**config.mk**
```make
export PLATFORM = sky130hd
export DESIGN_NAME = id_decode_flat
export DESIGN_NICKNAME = d
export VERILOG_FILES = /design/src/rtl/rv_pkg.sv /design/src/rtl/rf_read_if.sv /design/src/rtl/id_decode.sv /design/src/flat_wrapper.sv
export VERILOG_INCLUDE_DIRS = /design/src /design/src/include
export SDC_FILE = /design/constraint.sdc
export NUM_CORES = 1
export LEC_CHECK = 0
export ABC_AREA = 1
export BUFFER_PORTS_ARGS = -buffer_cell sky130_fd_sc_hd__clkbuf_2
export CAP_MARGIN = 30
export CORE_AREA = 2 2 195 197
export DETAILED_ROUTE_END_ITERATION = 16
export DIE_AREA = 0 0 197 199
export PLACE_DENSITY_LB_ADDON = 0.15
export SLEW_MARGIN = 10
export SYNTH_ARGS = -nofsm -noshare
export SYNTH_HDL_FRONTEND = slang
export SYNTH_SLANG_ARGS = --single-unit
```
**constraint.sdc**
```tcl
create_clock -name vclk -period 5.9
set_input_delay 0.295 -clock vclk [all_inputs]
set_output_delay 0.295 -clock vclk [all_outputs]
set_load 0.1 [all_outputs]
```
**src/include/rv_consts.svh**
```systemverilog
`ifndef RV_CONSTS_SVH
`define RV_CONSTS_SVH

`define XLEN           64
`define REG_ADDR_WIDTH 5
`define REG_COUNT      32

// rv64i major opcodes
`define OPC_OP      7'b0110011
`define OPC_OP_IMM  7'b0010011
`define OPC_LUI     7'b0110111
`define OPC_BRANCH  7'b1100011
`define OPC_JAL     7'b1101111
`define OPC_JALR    7'b1100111

`endif

```
**src/rtl/rv_pkg.sv**
```systemverilog
`include "rv_consts.svh"

package rv_pkg;

    typedef logic [`XLEN-1:0]           xlen_t;
    typedef logic [`REG_ADDR_WIDTH-1:0] reg_addr_t;

    // alu ops, the last four are the branch compares
    typedef enum logic [3:0] {
        ALU_ADD,
        ALU_SUB,
        ALU_AND,
        ALU_OR,
        ALU_XOR,
        ALU_SLL,
        ALU_SRL,
        ALU_SRA,
        ALU_SLT,
        ALU_SLTU,
        ALU_EQ,
        ALU_NE,
        ALU_LT,
        ALU_GE
    } alu_op_e;

    typedef enum logic [1:0] {
        SRC_REG, // rs1 op rs2
        SRC_IMM, // rs1 op imm
        SRC_LUI  // zero + imm
    } alu_src_e;

    typedef struct packed {
        xlen_t     pc;
        xlen_t     rs1_data;
        xlen_t     rs2_data;
        xlen_t     imm;
        alu_op_e   alu_op;
        alu_src_e  alu_src;
        reg_addr_t rd;
        logic      reg_wen;
        logic      branch;
        logic      jump;     // jal and jalr
        logic      jalr;
        logic      illegal;
    } id_ex_t;

    typedef struct packed {
        xlen_t     pc;
        reg_addr_t rd;
        logic      reg_wen;
        xlen_t     wdata;
        logic      redirect;
        xlen_t     redirect_pc;
        logic      illegal;
    } ex_wb_t;

endpackage

```
**src/rtl/rf_read_if.sv**
```systemverilog
`timescale 1ns/1ps

interface rf_read_if;
    import rv_pkg::*;

    reg_addr_t raddr1;
    reg_addr_t raddr2;
    xlen_t     rdata1;
    xlen_t     rdata2;

    // decode side
    modport requester (output raddr1, output raddr2, input rdata1, input rdata2);

    // register file side, answers in the same cycle
    modport responder (input raddr1, input raddr2, output rdata1, output rdata2);

endinterface

```
**src/rtl/id_decode.sv**
```systemverilog
`timescale 1ns/1ps
`include "rv_consts.svh"

module id_decode (
    input  logic [31:0]    instr_i,
    input  rv_pkg::xlen_t  pc_i,
    rf_read_if.requester   rf,
    output rv_pkg::id_ex_t payload_o,
    output logic           rs1_used_o,
    output logic           rs2_used_o
);
    import rv_pkg::*;

    logic [6:0] opcode;
    logic [2:0] funct3;
    logic       alt;      // instr[30], selects sub and sra
    reg_addr_t  rd;
    xlen_t      imm_i;
    xlen_t      imm_b;
    xlen_t      imm_j;
    xlen_t      imm_u;
    alu_op_e    arith_op;

    assign opcode = instr_i[6:0];
    assign funct3 = instr_i[14:12];
    assign alt    = instr_i[30];
    assign rd     = instr_i[11:7];

    // both sources are read for every format
    assign rf.raddr1 = instr_i[19:15];
    assign rf.raddr2 = instr_i[24:20];

    assign imm_i = {{52{instr_i[31]}}, instr_i[31:20]};
    assign imm_b = {{52{instr_i[31]}}, instr_i[7], instr_i[30:25], instr_i[11:8], 1'b0};
    assign imm_j = {{44{instr_i[31]}}, instr_i[19:12], instr_i[20], instr_i[30:21], 1'b0};
    assign imm_u = {{32{instr_i[31]}}, instr_i[31:12], 12'h000};

    // funct3 map shared by op and op-imm, sub exists only in op
    always_comb begin
        case (funct3)
            3'b000:  arith_op = (alt && (opcode == `OPC_OP)) ? ALU_SUB : ALU_ADD;
            3'b001:  arith_op = ALU_SLL;
            3'b010:  arith_op = ALU_SLT;
            3'b011:  arith_op = ALU_SLTU;
            3'b100:  arith_op = ALU_XOR;
            3'b101:  arith_op = alt ? ALU_SRA : ALU_SRL;
            3'b110:  arith_op = ALU_OR;
            default: arith_op = ALU_AND;
        endcase
    end

    always_comb begin
        payload_o          = '0;
        payload_o.pc       = pc_i;
        payload_o.rs1_data = rf.rdata1;
        payload_o.rs2_data = rf.rdata2;
        payload_o.rd       = rd;
        payload_o.alu_op   = arith_op;
        payload_o.alu_src  = SRC_REG;
        rs1_used_o         = 1'b0;
        rs2_used_o         = 1'b0;
        case (opcode)
            `OPC_OP: begin
                payload_o.reg_wen = 1'b1;
                rs1_used_o        = 1'b1;
                rs2_used_o        = 1'b1;
            end
            `OPC_OP_IMM: begin
                payload_o.imm     = imm_i;
                payload_o.alu_src = SRC_IMM;
                payload_o.reg_wen = 1'b1;
                rs1_used_o        = 1'b1;
            end
            `OPC_LUI: begin
                payload_o.imm     = imm_u;
                payload_o.alu_op  = ALU_ADD;
                payload_o.alu_src = SRC_LUI;
                payload_o.reg_wen = 1'b1;
            end
            `OPC_BRANCH: begin
                payload_o.imm    = imm_b;
                payload_o.branch = 1'b1;
                rs1_used_o       = 1'b1;
                rs2_used_o       = 1'b1;
                case (funct3)
                    3'b000:  payload_o.alu_op = ALU_EQ;
                    3'b001:  payload_o.alu_op = ALU_NE;
                    3'b100:  payload_o.alu_op = ALU_LT;
                    3'b101:  payload_o.alu_op = ALU_GE;
                    default: payload_o.illegal = 1'b1; // bltu and bgeu are left out
                endcase
            end
            `OPC_JAL: begin
                payload_o.imm     = imm_j;
                payload_o.jump    = 1'b1;
                payload_o.reg_wen = 1'b1;
            end
            `OPC_JALR: begin
                payload_o.imm     = imm_i;
                payload_o.jump    = 1'b1;
                payload_o.jalr    = 1'b1;
                payload_o.reg_wen = 1'b1;
                rs1_used_o        = 1'b1;
            end
            default: begin
                payload_o.illegal = 1'b1; // retires without a write
            end
        endcase
        // x0 as destination never writes
        if (rd == '0) begin
            payload_o.reg_wen = 1'b0;
        end
    end

endmodule

```
**src/flat_wrapper.sv**
```systemverilog
// flat-port wrapper written by rule: the top's interface ports become plain ports
module id_decode_flat import rv_pkg::*;
  (instr_i, pc_i, payload_o, rs1_used_o, rs2_used_o, rf_raddr1, rf_raddr2, rf_rdata1, rf_rdata2);
  rf_read_if rf_i ();
  input  logic [31:0] instr_i;
  input  rv_pkg::xlen_t pc_i;
  output rv_pkg::id_ex_t payload_o;
  output logic rs1_used_o;
  output logic rs2_used_o;
  output wire logic [$bits(rf_i.raddr1)-1:0] rf_raddr1;
  output wire logic [$bits(rf_i.raddr2)-1:0] rf_raddr2;
  input wire logic [$bits(rf_i.rdata1)-1:0] rf_rdata1;
  input wire logic [$bits(rf_i.rdata2)-1:0] rf_rdata2;
  assign rf_raddr1 = rf_i.raddr1;
  assign rf_raddr2 = rf_i.raddr2;
  assign rf_i.rdata1 = rf_rdata1;
  assign rf_i.rdata2 = rf_rdata2;
  id_decode u_core (.instr_i(instr_i), .pc_i(pc_i), .rf(rf_i), .payload_o(payload_o), .rs1_used_o(rs1_used_o), .rs2_used_o(rs2_used_o));
endmodule
```
# [Word level (Yosys, flattened, before mapping)]
# Index checks and enable logic that the tools add are counted.
[word_totals] register_bits=0 latch_bits=0 ram_bits=0 mem_bits_ro=0 wordCells=37 n_memories=0
[classes] add_sub_neg=0 multipliers=0 div_mod_pow=0 order_cmp=0 eq_ne=12 shifts=0 muxes=16 bitwise=0 reduce_logical=9
[op_table] op="$pmux W64 S4" count=1
[op_table] op="$pmux W4 S7" count=1
[op_table] op="$eq A7 B7 Y1 const B" count=3
[op_table] op="$pmux W4 S4" count=1
[op_table] op="$eq A7 B6 Y1 const B" count=2
[op_table] op="$mux W1" count=10
[op_table] op="$eq A3 B3 Y1 const B" count=3
[op_table] op="$pmux W4 S2" count=1
[op_table] op="$reduce_or A4 Y1" count=2
[op_table] op="$eq A7 B5 Y1 const B" count=1
[op_table] op="$eq A3 B2 Y1 const B" count=2
[op_table] op="$reduce_or A2 Y1" count=3
[op_table] op="$logic_not A5 Y1" count=1
[op_table] op="$reduce_or A5 Y1" count=1
[op_table] op="$pmux W2 S2" count=1
[op_table] op="$eq A3 B1 Y1 const B" count=1
[op_table] op="$logic_not A3 Y1" count=1
[op_table] op="$pmux W1 S2" count=1
[op_table] op="$logic_and A1 B1 Y1" count=1

# [Logic depth before layout (Yosys ltp)]
[logic_depth] word_depth=6 mapped_depth=9

# [Worst setup path before layout]
# Ideal clock, no wire load.
[synth_path] path_kind="input-to-output" from="in instr_i[1]" to="out payload_o[48] in the netlist's numbering" arrival_ns=5.913 t_required_ns=5.605 path_slack_ns=-0.308 path_stages=7 path_cell_list="nand2_1 -> inv_1 -> nand2_2 -> nor2_4 -> nor2_8 -> a21boi_0 -> buf_4"
[synth_rtl] item="start, declared" line="flat_wrapper.sv:5" source="input logic [31:0] instr_i;"
[synth_rtl] item="end, declared" line="flat_wrapper.sv:7" source="output rv_pkg::id_ex_t payload_o;"

==> run_results.csv <==
group,metric,value,unit
grt,grt_max_degree,34,
synthesis,synth_top_family_by_area,"buffers and inverters",
synthesis,synth_compound_gate_area_share,4.87,%
final_layout,seq_area,0,um^2
floorplan,die_width,197,um
clock_network,ctsHoldBuffers,0,
timing,rsz0062_at_grt,"no",
timing,post-route-period-util,45.3,%
grt,grt_pass1_wl,13400,um
timing,worst_pin_slew,0.613,ns
final_layout,drive_gt1_share,55.1,%
route,wl_met2,5080,um
worst_setup_path,required,5.61,ns
grt,antenna_found_initial,0,
hold_path,hold_path_depth,0,
timing,setup_viol,0,
floorplan,start_util,6.72,%
route,via_per_inst,2.28,
synthesis,ys_top_cells_by_count,"buf_4, nand2_1, inv_1",
clock_network,cts_resized,0,
floorplan,rows,71,
final_layout,antenna_cells,0,
final_layout,nFlopsAndLatches,0,
synthesis,yosys.area_share.simple,18.2,%
synthesis,yosysWarningCount,0,
synthesis,yosysMostFrequentCell,"buf_4",
final_layout,syn_to_final_growth,-23.6,%
timing,finalMaxSlewViolations,0,
final_layout,clock_buffers,0,
route,drt_pass1_iterations,4,
final_layout,fin_cells,739,
route,wl_per_cell,14.5,um
synthesis,synth_cell_types,22,
route,met1_length,3250,um
timing,fmax,374,MHz
worst_setup_path,start_kind,"primary input",
synthesis,synth_top_area_share,72.0,%
grt,grt_overflow_total,0,
floorplan,design.die.area,39200,um^2
synthesis,synth.cell_area,2490,um^2
placed_design,port_buffers,124,
outcome,status,"completed",
placed_design,dpl.hpwl,9180,um
route,final_antenna_net_count,0,
worst_setup_path,crit_type,"in2out",
floorplan,pin_count,508,
synthesis,synth_fp_nets,606,
route,wl_met3,1450,um
synthesis,syn_inst,382,
route,top_layer,"met4",
placed_design,placedCellCount,739,
hold_path,hp-class,"in2out",
timing,finalSetupTns,0,ns
timing,hold_viol,0,
route,drt_iter0_drc,58,
grt,grt_pass1_vias,1719,
synthesis,synth_fa_ha_area_share,0,%
route,num_vias,1684,
floorplan,die-height,199,um
power_and_ir_drop,max-vdd-ir-drop,0.0272,mV
synthesis,avgSynthCellArea,6.53,um^2
power_and_ir_drop,powerDensity,88.4,nW/um^2
route,detail_route.drc_violations,0,
worst_setup_path,worst_setup_path_end_kind,"output pin",
timing,maxSlewHeadroom,59.3,%
placed_design,gp_congestion,0.614,
synthesis,yosys.area.top_type,"buf_4",
clock_network,post_cts.repair.setup_buffers,0,
synthesis,synth_area_leaders,"buf_4, nand2_1, nand3_1",
timing,period_minus_slack,2.67,ns
flow_run,cap_violations,0,
worst_setup_path,critical_path.max_fanout,11,
synthesis,seq_area_frac_synth,0,%
worst_setup_path,worstPathArrival,2.38,ns
synthesis,synth-xor-area-share,0,%
route,totalWireLength,10700,um
final_layout,final_nets,491,
power_and_ir_drop,p_leak,1.02,nW
grt,grt_use_total,4.98,%
synthesis,synth_mux_area_share,0,%
floorplan,core,37100,um^2
## critical path, cell delays in order
cell      delay, ns
clkbuf_2       0.10
inv_1          0.10
nand2_1        0.06
nor2_1         0.25
nand2_2        0.27
nand2_8        0.19
nand2_2        0.28
o21ai_0        0.28
clkbuf_2       0.53
## worst paths after layout
| kind | endpoint | from | slack (ns) |
|---|---|---|---|
| setup / recovery | payload_o[39] | instr_i[3] | 3.23 |
| hold / removal | payload_o[118] | rf_rdata2[38] | 0.59 |
## layer usage
| layer | track usage [%] | up-vias |
|---|---|---|
| met5 | 0 | - |
| met1 | 4.32 | 697 |
| li1 | - | 691 |
| met2 | 8.78 | 204 |
| met4 | 4.15 | 0 |
| met3 | 2.31 | 92 |
## area by class of cell
type | count | area [um^2]
Fill cell | 4448 | 35200
Timing Repair Buffer | 125 | 628
Multi-Input combinational cell | 113 | 579
Inverter | 27 | 104
Tap cell | 474 | 593
## kinds of logic after synthesis
group,after synthesis
AOI/OAI and AO/OA,18
and+or+nand+nor,95
buffers and inverters,269
## cell usage in the layout, fill, tap and decap left out, types with 3 or more instances in the layout
cell      synthesis  layout
o21ai_0           4       4
a21oi_1           3       3
nor2_1           14      14
nand2_2           6       6
nand2_1          49      49
nand3_1          20      20
inv_1            24      24
o21ai_2           6       6
clkbuf_2          0     124
nor2_4            3       3
## report_power, final
group	leakage (nW)	switching [mW]	internal (mW)
clock network	0	0	0
registers	0	0	0
logic	1.02	0.145	0.0232
## metrics by stage
step                      power, mW  area (um^2)  util [%]  hold WS [ns]  setup WS, ns
after detailed placement      0.172         1900      5.13         0.591          3.01
after global routing          0.177         1900      5.13         0.590          2.96
after CTS                     0.172         1900      5.13         0.591          3.02
final                         0.168         1900      5.13         0.590          3.23
after global placement        0.172         1900      5.13         0.591          3.01
after floorplan               0.757         2490         -         0.802          1.16
Power figures use the tool's default switching activity.
