`src/include/rv_consts.svh`:
```
`ifndef RV_CONSTS_SVH
`define RV_CONSTS_SVH

`define XLEN           64
`define REG_ADDR_WIDTH 5
`define REG_COUNT      32

// rv64i major opcodes
`define OPC_OP      7'b0110011
`define OPC_OP_IMM  7'b0010011
`define OPC_LUI     7'b0110111
`define OPC_BRANCH  7'b1100011
`define OPC_JAL     7'b1101111
`define OPC_JALR    7'b1100111

`endif

```
`src/rtl/rv_pkg.sv`:
```
`include "rv_consts.svh"

package rv_pkg;

    typedef logic [`XLEN-1:0]           xlen_t;
    typedef logic [`REG_ADDR_WIDTH-1:0] reg_addr_t;

    // alu ops, the last four are the branch compares
    typedef enum logic [3:0] {
        ALU_ADD,
        ALU_SUB,
        ALU_AND,
        ALU_OR,
        ALU_XOR,
        ALU_SLL,
        ALU_SRL,
        ALU_SRA,
        ALU_SLT,
        ALU_SLTU,
        ALU_EQ,
        ALU_NE,
        ALU_LT,
        ALU_GE
    } alu_op_e;

    typedef enum logic [1:0] {
        SRC_REG, // rs1 op rs2
        SRC_IMM, // rs1 op imm
        SRC_LUI  // zero + imm
    } alu_src_e;

    typedef struct packed {
        xlen_t     pc;
        xlen_t     rs1_data;
        xlen_t     rs2_data;
        xlen_t     imm;
        alu_op_e   alu_op;
        alu_src_e  alu_src;
        reg_addr_t rd;
        logic      reg_wen;
        logic      branch;
        logic      jump;     // jal and jalr
        logic      jalr;
        logic      illegal;
    } id_ex_t;

    typedef struct packed {
        xlen_t     pc;
        reg_addr_t rd;
        logic      reg_wen;
        xlen_t     wdata;
        logic      redirect;
        xlen_t     redirect_pc;
        logic      illegal;
    } ex_wb_t;

endpackage

```
`src/rtl/hazard_ctrl.sv`:
```
`timescale 1ns/1ps

module hazard_ctrl (
    input  logic              instr_valid_i,
    input  rv_pkg::reg_addr_t rs1_i,
    input  rv_pkg::reg_addr_t rs2_i,
    input  logic              rs1_used_i,
    input  logic              rs2_used_i,
    input  logic              ex_valid_i,
    input  rv_pkg::reg_addr_t ex_rd_i,
    input  logic              ex_wen_i,
    input  logic              ex_ctrl_i,   // branch or jump in id/ex
    output logic              instr_ready_o,
    output logic              accept_o
);

    logic raw_hit;
    logic ctrl_hit;

    // producer still in id/ex, its result reaches the rf on the next edge
    assign raw_hit = ex_valid_i && ex_wen_i && (ex_rd_i != '0) &&
                     ((rs1_used_i && (rs1_i == ex_rd_i)) ||
                      (rs2_used_i && (rs2_i == ex_rd_i)));

    // wait for the redirect before taking the next pc
    assign ctrl_hit = ex_valid_i && ex_ctrl_i;

    assign instr_ready_o = !(raw_hit || ctrl_hit);
    assign accept_o      = instr_valid_i && instr_ready_o; // loads id/ex

endmodule

```
`config.mk`:
```
export PLATFORM = sky130hd
export DESIGN_NAME = hazard_ctrl
export DESIGN_NICKNAME = d
export VERILOG_FILES = /design/src/rtl/rv_pkg.sv /design/src/rtl/hazard_ctrl.sv
export VERILOG_INCLUDE_DIRS = /design/src /design/src/include
export SDC_FILE = /design/constraint.sdc
export NUM_CORES = 1
export LEC_CHECK = 0
export BUFFER_PORTS_ARGS = -buffer_cell sky130_fd_sc_hd__buf_4
export CAP_MARGIN = 20
export CORE_AREA = 2 2 39 41
export DETAILED_ROUTE_END_ITERATION = 7
export DIE_AREA = 0 0 41 43
export PLACE_DENSITY_LB_ADDON = 0.12
export SLEW_MARGIN = 20
export SYNTH_ARGS = -nofsm -noshare
export SYNTH_HDL_FRONTEND = slang
export SYNTH_SLANG_ARGS = --single-unit
```
`constraint.sdc`:
```
create_clock -name vclk -period 1.2
set_clock_uncertainty 0.2 [all_clocks]
set_input_delay 0.12 -clock vclk [all_inputs]
set_output_delay 0.12 -clock vclk [all_outputs]
set_load 0.05 [all_outputs]
```
Word-level counts from Yosys, hierarchy flattened
Cells that the tools add are included.
W data, S select, Z words.
{ "totals": {"ff_bits": 0, "wordCells": 13} }
{ "classes": {"eq_ne": 2, "n_reduce_logical": 11} }
{ "op_table": {"columns": ["op", "n"], "rows": [
  ["$eq A5 B5 Y1", 2],
  ["$logic_and A1 B1 Y1", 7],
  ["$reduce_bool A5 Y1", 1],
  ["$logic_or A1 B1 Y1", 2],
  ["$logic_not A1 Y1", 1]
]} }

Longest topological paths before layout
Gate-level depths: netlist of run 1.
{ "logic_depth": {"depth_word": 7, "depth_mapped": 4} }

Worst setup path after synthesis of run 1
Ideal clock, no wire load.
{ "synth_timing": {"path_type": "input port to output port", "start": "input port ex_rd_i[2]", "end": "output port accept_o", "arrival_ps": 1295, "n_path_buf": 0, "required_ps": 880, "setup_slack_ps": -415, "cell_stages": 3, "cell_sequence": "or3_1 o311a_1 a21oi_2"} }
{ "synth_between": {"elab_chain_cells": 7, "elab_cells_between_ends": 11} }
{ "synth_rtl": {"columns": ["item", "line", "source"], "rows": [
  ["start: declaration", "hazard_ctrl.sv:10", "input rv_pkg::reg_addr_t ex_rd_i,"],
  ["$eq A5 B5 Y1 (on tied branches)", "hazard_ctrl.sv:22, hazard_ctrl.sv:23", null],
  ["$logic_and A1 B1 Y1 (on tied branches)", "hazard_ctrl.sv:22, hazard_ctrl.sv:23", null],
  ["$logic_or A1 B1 Y1", "hazard_ctrl.sv:22", "((rs1_used_i && (rs1_i == ex_rd_i)) ||"],
  ["$logic_and A1 B1 Y1 (*)", "hazard_ctrl.sv:21", "assign raw_hit = ex_valid_i && ex_wen_i && (ex_rd_i != '0) &&"],
  ["$logic_or A1 B1 Y1 (*)", "hazard_ctrl.sv:28", "assign instr_ready_o = !(raw_hit || ctrl_hit);"],
  ["$logic_not A1 Y1 (*)", "hazard_ctrl.sv:28", null],
  ["$logic_and A1 B1 Y1 (*)", "hazard_ctrl.sv:29", "assign accept_o = instr_valid_i && instr_ready_o;"],
  ["end: declaration", "hazard_ctrl.sv:14", "output logic accept_o"]
]} }
Mark *: on every way between the ends. The rest lies on a longest branch, timed or not.

Final worst setup path of run 1
Ends and elaborated chain as after synthesis.

==> results of run 1 <==
==> power groups by stage <==
stage | Sequential, W | Clock (W) | Combinational, W
after floorplan | 0 | 0 | 0.0000685
after global placement | 0 | 0 | 0.000152
after detailed placement | 0 | 0 | 0.000154
final | 0 | 0 | 0.000161
after CTS | 0 | 0 | 0.000162
after global routing | 0 | 0 | 0.000173
==> critical path, stage by stage <==
cell and delay [ns]:
sky130_fd_sc_hd__buf_6 0.09, sky130_fd_sc_hd__or3_4 0.37, sky130_fd_sc_hd__o311a_4 0.34, sky130_fd_sc_hd__a21oi_4 0.15, sky130_fd_sc_hd__buf_6 0.17
==> logic make-up after synthesis <==
group | Yosys count | share of synthesized area (%)
AO/OA/AOI/OAI | 4 | 23.0
AND/OR/NAND/NOR | 7 | 21.4
XOR/XNOR | 10 | 55.6
==> area by class of cell <==
cell class,count,area [µm²],share of cell area [%]
repair buffers,27,218,50.3
multi-input cells,21,195,45.1
well taps,16,20.0,4.62
==> metal layers <==
layer  global-route usage, %  wire [µm]  vias up
met1                    6.96        156      120
met3                    1.05         45        0
met4                       0          0        0
met2                    16.3        390        9
met5                       0          0        -
li1                        -          -      129
==> stage by stage <==
step | worst slack (ns) | area, µm² | hold WS [ns] | util, %
after floorplan | -0.297 | 184 | 0.202 | -
after global placement | -0.399 | 407 | 0.444 | 29.4
after detailed placement | -0.406 | 407 | 0.457 | 29.4
after CTS | -0.372 | 427 | 0.427 | 30.8
after global routing | -0.394 | 433 | 0.457 | 31.3
final | -0.367 | 433 | 0.424 | 31.3
==> layout by cell type (no fill, tap or decap) <==
cell and instances:
sky130_fd_sc_hd__buf_4 23, sky130_fd_sc_hd__xnor2_1 10, sky130_fd_sc_hd__a21oi_4 1, sky130_fd_sc_hd__a21boi_4 1, sky130_fd_sc_hd__nand2_1 4, sky130_fd_sc_hd__o22ai_2 1, sky130_fd_sc_hd__o311a_4 1, sky130_fd_sc_hd__nand4_1 2
sky130_fd_sc_hd__buf_6 4, sky130_fd_sc_hd__or3_4 1
==> repair_timing <==
item,4_1_cts,5_1_grt
setup buffers,0,0
pin swaps,1,0
endpoints found under the setup margin,2,2
gates resized for setup,5,1
==> worst max path at each step <==
stage / start / endpoint / depth (start not counted)
3_3_place_gp: ex_rd_i[2] / instr_ready_o / 5
3_5_place_dp: ex_rd_i[2] / instr_ready_o / 5
4_1_cts: ex_rd_i[2] / accept_o / 5
2_1_floorplan: ex_rd_i[2] / instr_ready_o / 3
6_report: ex_rd_i[2] / accept_o / 5
5_1_grt: ex_rd_i[2] / accept_o / 5
==> results.cfg, run 1 <==
[floorplan]
die_h_um = 43
die_area_um2 = 1760
boundaryPins = 23
initial_utilization_pct = 11.4
fp.coreArea_um2 = 1380
std_cell_rows = 14
die_w_um = 41

[final_layout]
n_clock_buffer = 0
layout.nets = 71
final-seq-area_um2 = 0
insertedDiodeCount = 0
syn_to_final_growth_pct = 175
drive_gt1_share_pct = 66.7
count_of_fill_cells_added_during_filler_insertion = 159
finish.cell_count_without_fillers = 64
sequential_cell_total = 0

[synthesis]
postSynthNetCount = 42
yosys-top-cells-area = sky130_fd_sc_hd__xnor2_1 56%, sky130_fd_sc_hd__nand2_1 9.5%, sky130_fd_sc_hd__nand4_1 7.9%
synth_common_cells = 10 x sky130_fd_sc_hd__xnor2_1, 4 x sky130_fd_sc_hd__nand2_1, 2 x sky130_fd_sc_hd__nand4_1
netlist-cell-type-count = 8
syn_area_per_cell_um2 = 7.51
post_synth_inst_count = 21
summed_instance_area_of_the_synthesized_netlist_um2 = 158
synth_most_common_cell = sky130_fd_sc_hd__xnor2_1
post_synthesis_sequential_area_ratio_pct = 0
synth_largest_type_area_fraction_pct = 55.6
yosysWarnings = 0
post-synth-top-area-cell = sky130_fd_sc_hd__xnor2_1

[place]
place.detailed.instances = 64
port_buffers = 23
gp_congestion = 0.649

[sta]
rsz0062_at_grt = true
finalCritPeriodShare_pct = 131
finalWorstSetupSlack_ns = -0.367
period_needed_ns = 1.57
max_freq_mhz = 638
timing_worst_slew_pin_value_ns = 0.144
tns_ns = -0.714
max-slew-margin-rel_pct = 90.3
maxSlewViolCount = 0
finalHoldViolCount = 0
final-setup-viol-count = 2

[worst_setup_path]
startpoint_type = input pin
critical_path.max_fanout = 2
critical_path_arrival_ns = 1.25
cp-end-kind = output pin
crit_type = in -> out
timing.critical_path.required_ns = 0.88

[pwr]
static-leakage-power_nw = 0.193
pwr-share-clk_pct = 0
power.switching_w = 0.0000631
worst_vdd_ir_v = 0.0000958
seq_power_share_pct = 0
internal_power_w = 0.0000979
power.share.switching_pct = 39.2
share_comb_of_total_power_pct = 100.0
final_total_pwr_w = 0.000161
power.density_cell_area_nw_per_um2 = 372

[route]
wirelength_um = 592
drt-initial-drc-count = 0
vias = 258
route.antenna.remaining_nets = 0
viasPerCell = 4.03
detail_route.drc_violations = 0
drt-pass1-iter-count = 1
routedWlPerCell_um = 9.25

[clocking]
cts_hold_buf = 0

[min_path]
hold-path-endpoint = accept_o
hold_class = in -> out
holdCritStartpoint = instr_valid_i
whs_path_depth = 4

[run_status]
run_status = complete, but fails checks
violations = negative setup slack

[global_route]
number_of_global_route_vias_before_repair = 255
grt_start_max_net_pins = 4
grt_antenna_before_repair = 0
gr-usage-all-layers_pct = 7.59
wire_length_of_the_first_global_routing_pass_mm = 1.00
grt_overflow = 0

[job]
max_cap_violation_count = 0
Note: power is estimated with default switching activity, not from simulation.
==> inputs of run 2 (changes only) <==
--- a/config.mk
+++ b/config.mk
@@ -11,6 +11,7 @@
 export CORE_AREA = 2 2 39 41
 export DETAILED_ROUTE_END_ITERATION = 7
 export DIE_AREA = 0 0 41 43
+export GPL_TIMING_DRIVEN = 0
 export PLACE_DENSITY_LB_ADDON = 0.12
 export SLEW_MARGIN = 20
 export SYNTH_ARGS = -nofsm -noshare
==> run 2 against run 1 <==
The flow still finishes with violations (negative setup slack); via count down 3.1%; non-clock buffer count down 2; cell area down 2.6%; first-iteration DRC count unchanged; sequential share of layout area unchanged; worst hold slack worse by 0.0015 ns; total power down 2.5%; critical endpoint unchanged; largest power group unchanged; highest routed layer unchanged.
==> results.cfg, run 2 (synthesis results as in run 1) <==
[floorplan]
die_w_um = 41
die_area_um2 = 1760
initial_utilization_pct = 11.4
boundaryPins = 23
die_h_um = 43
std_cell_rows = 14
fp.coreArea_um2 = 1380

[final_layout]
drive_gt1_share_pct = 65.2
sequential_cell_total = 0
insertedDiodeCount = 0
leading_cell_type_in_the_layout_fill_and_taps_excluded = sky130_fd_sc_hd__buf_4
finish.cell_count_without_fillers = 62
layout.nets = 69
count_of_fill_cells_added_during_filler_insertion = 155
mostFrequentLayoutCells = 21 x sky130_fd_sc_hd__buf_4, 10 x sky130_fd_sc_hd__xnor2_1, 4 x sky130_fd_sc_hd__nand2_1
syn_to_final_growth_pct = 167
n_clock_buffer = 0
final-seq-area_um2 = 0

[global_route]
number_of_global_route_vias_before_repair = 250
grt_start_max_net_pins = 4
grt_antenna_before_repair = 0
wire_length_of_the_first_global_routing_pass_um = 938
gr-usage-all-layers_pct = 6.99
grt_overflow = 0

[route]
routedWlPerCell_um = 9.05
wirelength_um = 561
vias = 250
viasPerCell = 4.03
route.antenna.remaining_nets = 0
detail_route.drc_violations = 0
drt-initial-drc-count = 0
drt-pass1-iter-count = 1

[sta]
rsz0062_at_grt = true
tns_ns = -0.728
finalWorstSetupSlack_ns = -0.373
finalCritPeriodShare_pct = 131
max_freq_mhz = 636
timing_worst_slew_pin_value_ns = 0.290
maxSlewViolCount = 0
finalHoldViolCount = 0
period_needed_ns = 1.57
final-setup-viol-count = 2
max-slew-margin-rel_pct = 80.7

[worst_setup_path]
crit_type = in -> out
critical_path.max_fanout = 3
max_stage_delay_ns = 0.38
slowest_stage = sky130_fd_sc_hd__or3_4
startpoint_type = input pin
crit_family = compound AO/OA/AOI/OAI gates
critical_path.n_buffers_inverters = 2
cp-end-kind = output pin
critical_path_arrival_ns = 1.25
timing.critical_path.required_ns = 0.88
critical_path.cell_chain = buf_8 -> or3_4 -> o311a_4 -> a21oi_4 -> buf_6

[place]
dp_slack_ns = -0.438
port_buffers = 23
gp_congestion = 0.598
place.detailed.instances = 60

[min_path]
hold_class = in -> out

[pwr]
power.density_cell_area_nw_per_um2 = 372
worst_vdd_ir_v = 0.000159
static-leakage-power_nw = 0.184

[run_status]
violations = negative setup slack
run_status = complete, but fails checks

[clocking]
cts_hold_buf = 0

[job]
max_cap_violation_count = 0
run 2: cell types whose count changed in the layout (fill, tap and decap cells not counted), sizes merged:
cell	change
buf	-2
run 2: cell type report:
cell class | count | area (µm²) | area share (%)
Tap cell | 16 | 20.0 | 4.75
Timing Repair Buffer | 25 | 206 | 49.0
Multi-Input combinational cell | 21 | 195 | 46.3
run 2: power by group:
part	internal [W]	total [W]	switching [W]
clock	0	0	0
combinational	0.0000958	0.000157	0.0000612
sequential	0	0	0
run 2: path summary, 6_finish.rpt:
kind              slack [ns]       end  cells past startpoint           from
setup / recovery       -0.37  accept_o                      5     ex_rd_i[2]
hold / removal          0.42  accept_o                      4  instr_valid_i
run 2: layer usage:
layer,up-vias,GRT usage [%],part of all wire [%]
li1,125,-,-
met3,0,0.524,5.3
met4,0,0,0
met5,-,0,0
met2,9,15.0,63
met1,116,6.65,32
run 2: what timing repair did:
action                                  4_1_cts  5_1_grt
setup buffers                                 1        1
endpoints found under the setup margin        2        2
gates resized for setup                       6        1
pin swaps                                     1        0
run 2: stage by stage:
stage	hold WS (ns)	util, %	total power (W)	instance area (µm²)
after global routing	0.446	30.5	0.000169	422
after CTS	0.426	29.5	0.000155	408
after global placement	0.445	27.2	0.000142	377
after floorplan	0.202	-	0.0000685	184
final	0.422	30.5	0.000157	422
after detailed placement	0.458	27.2	0.000144	377
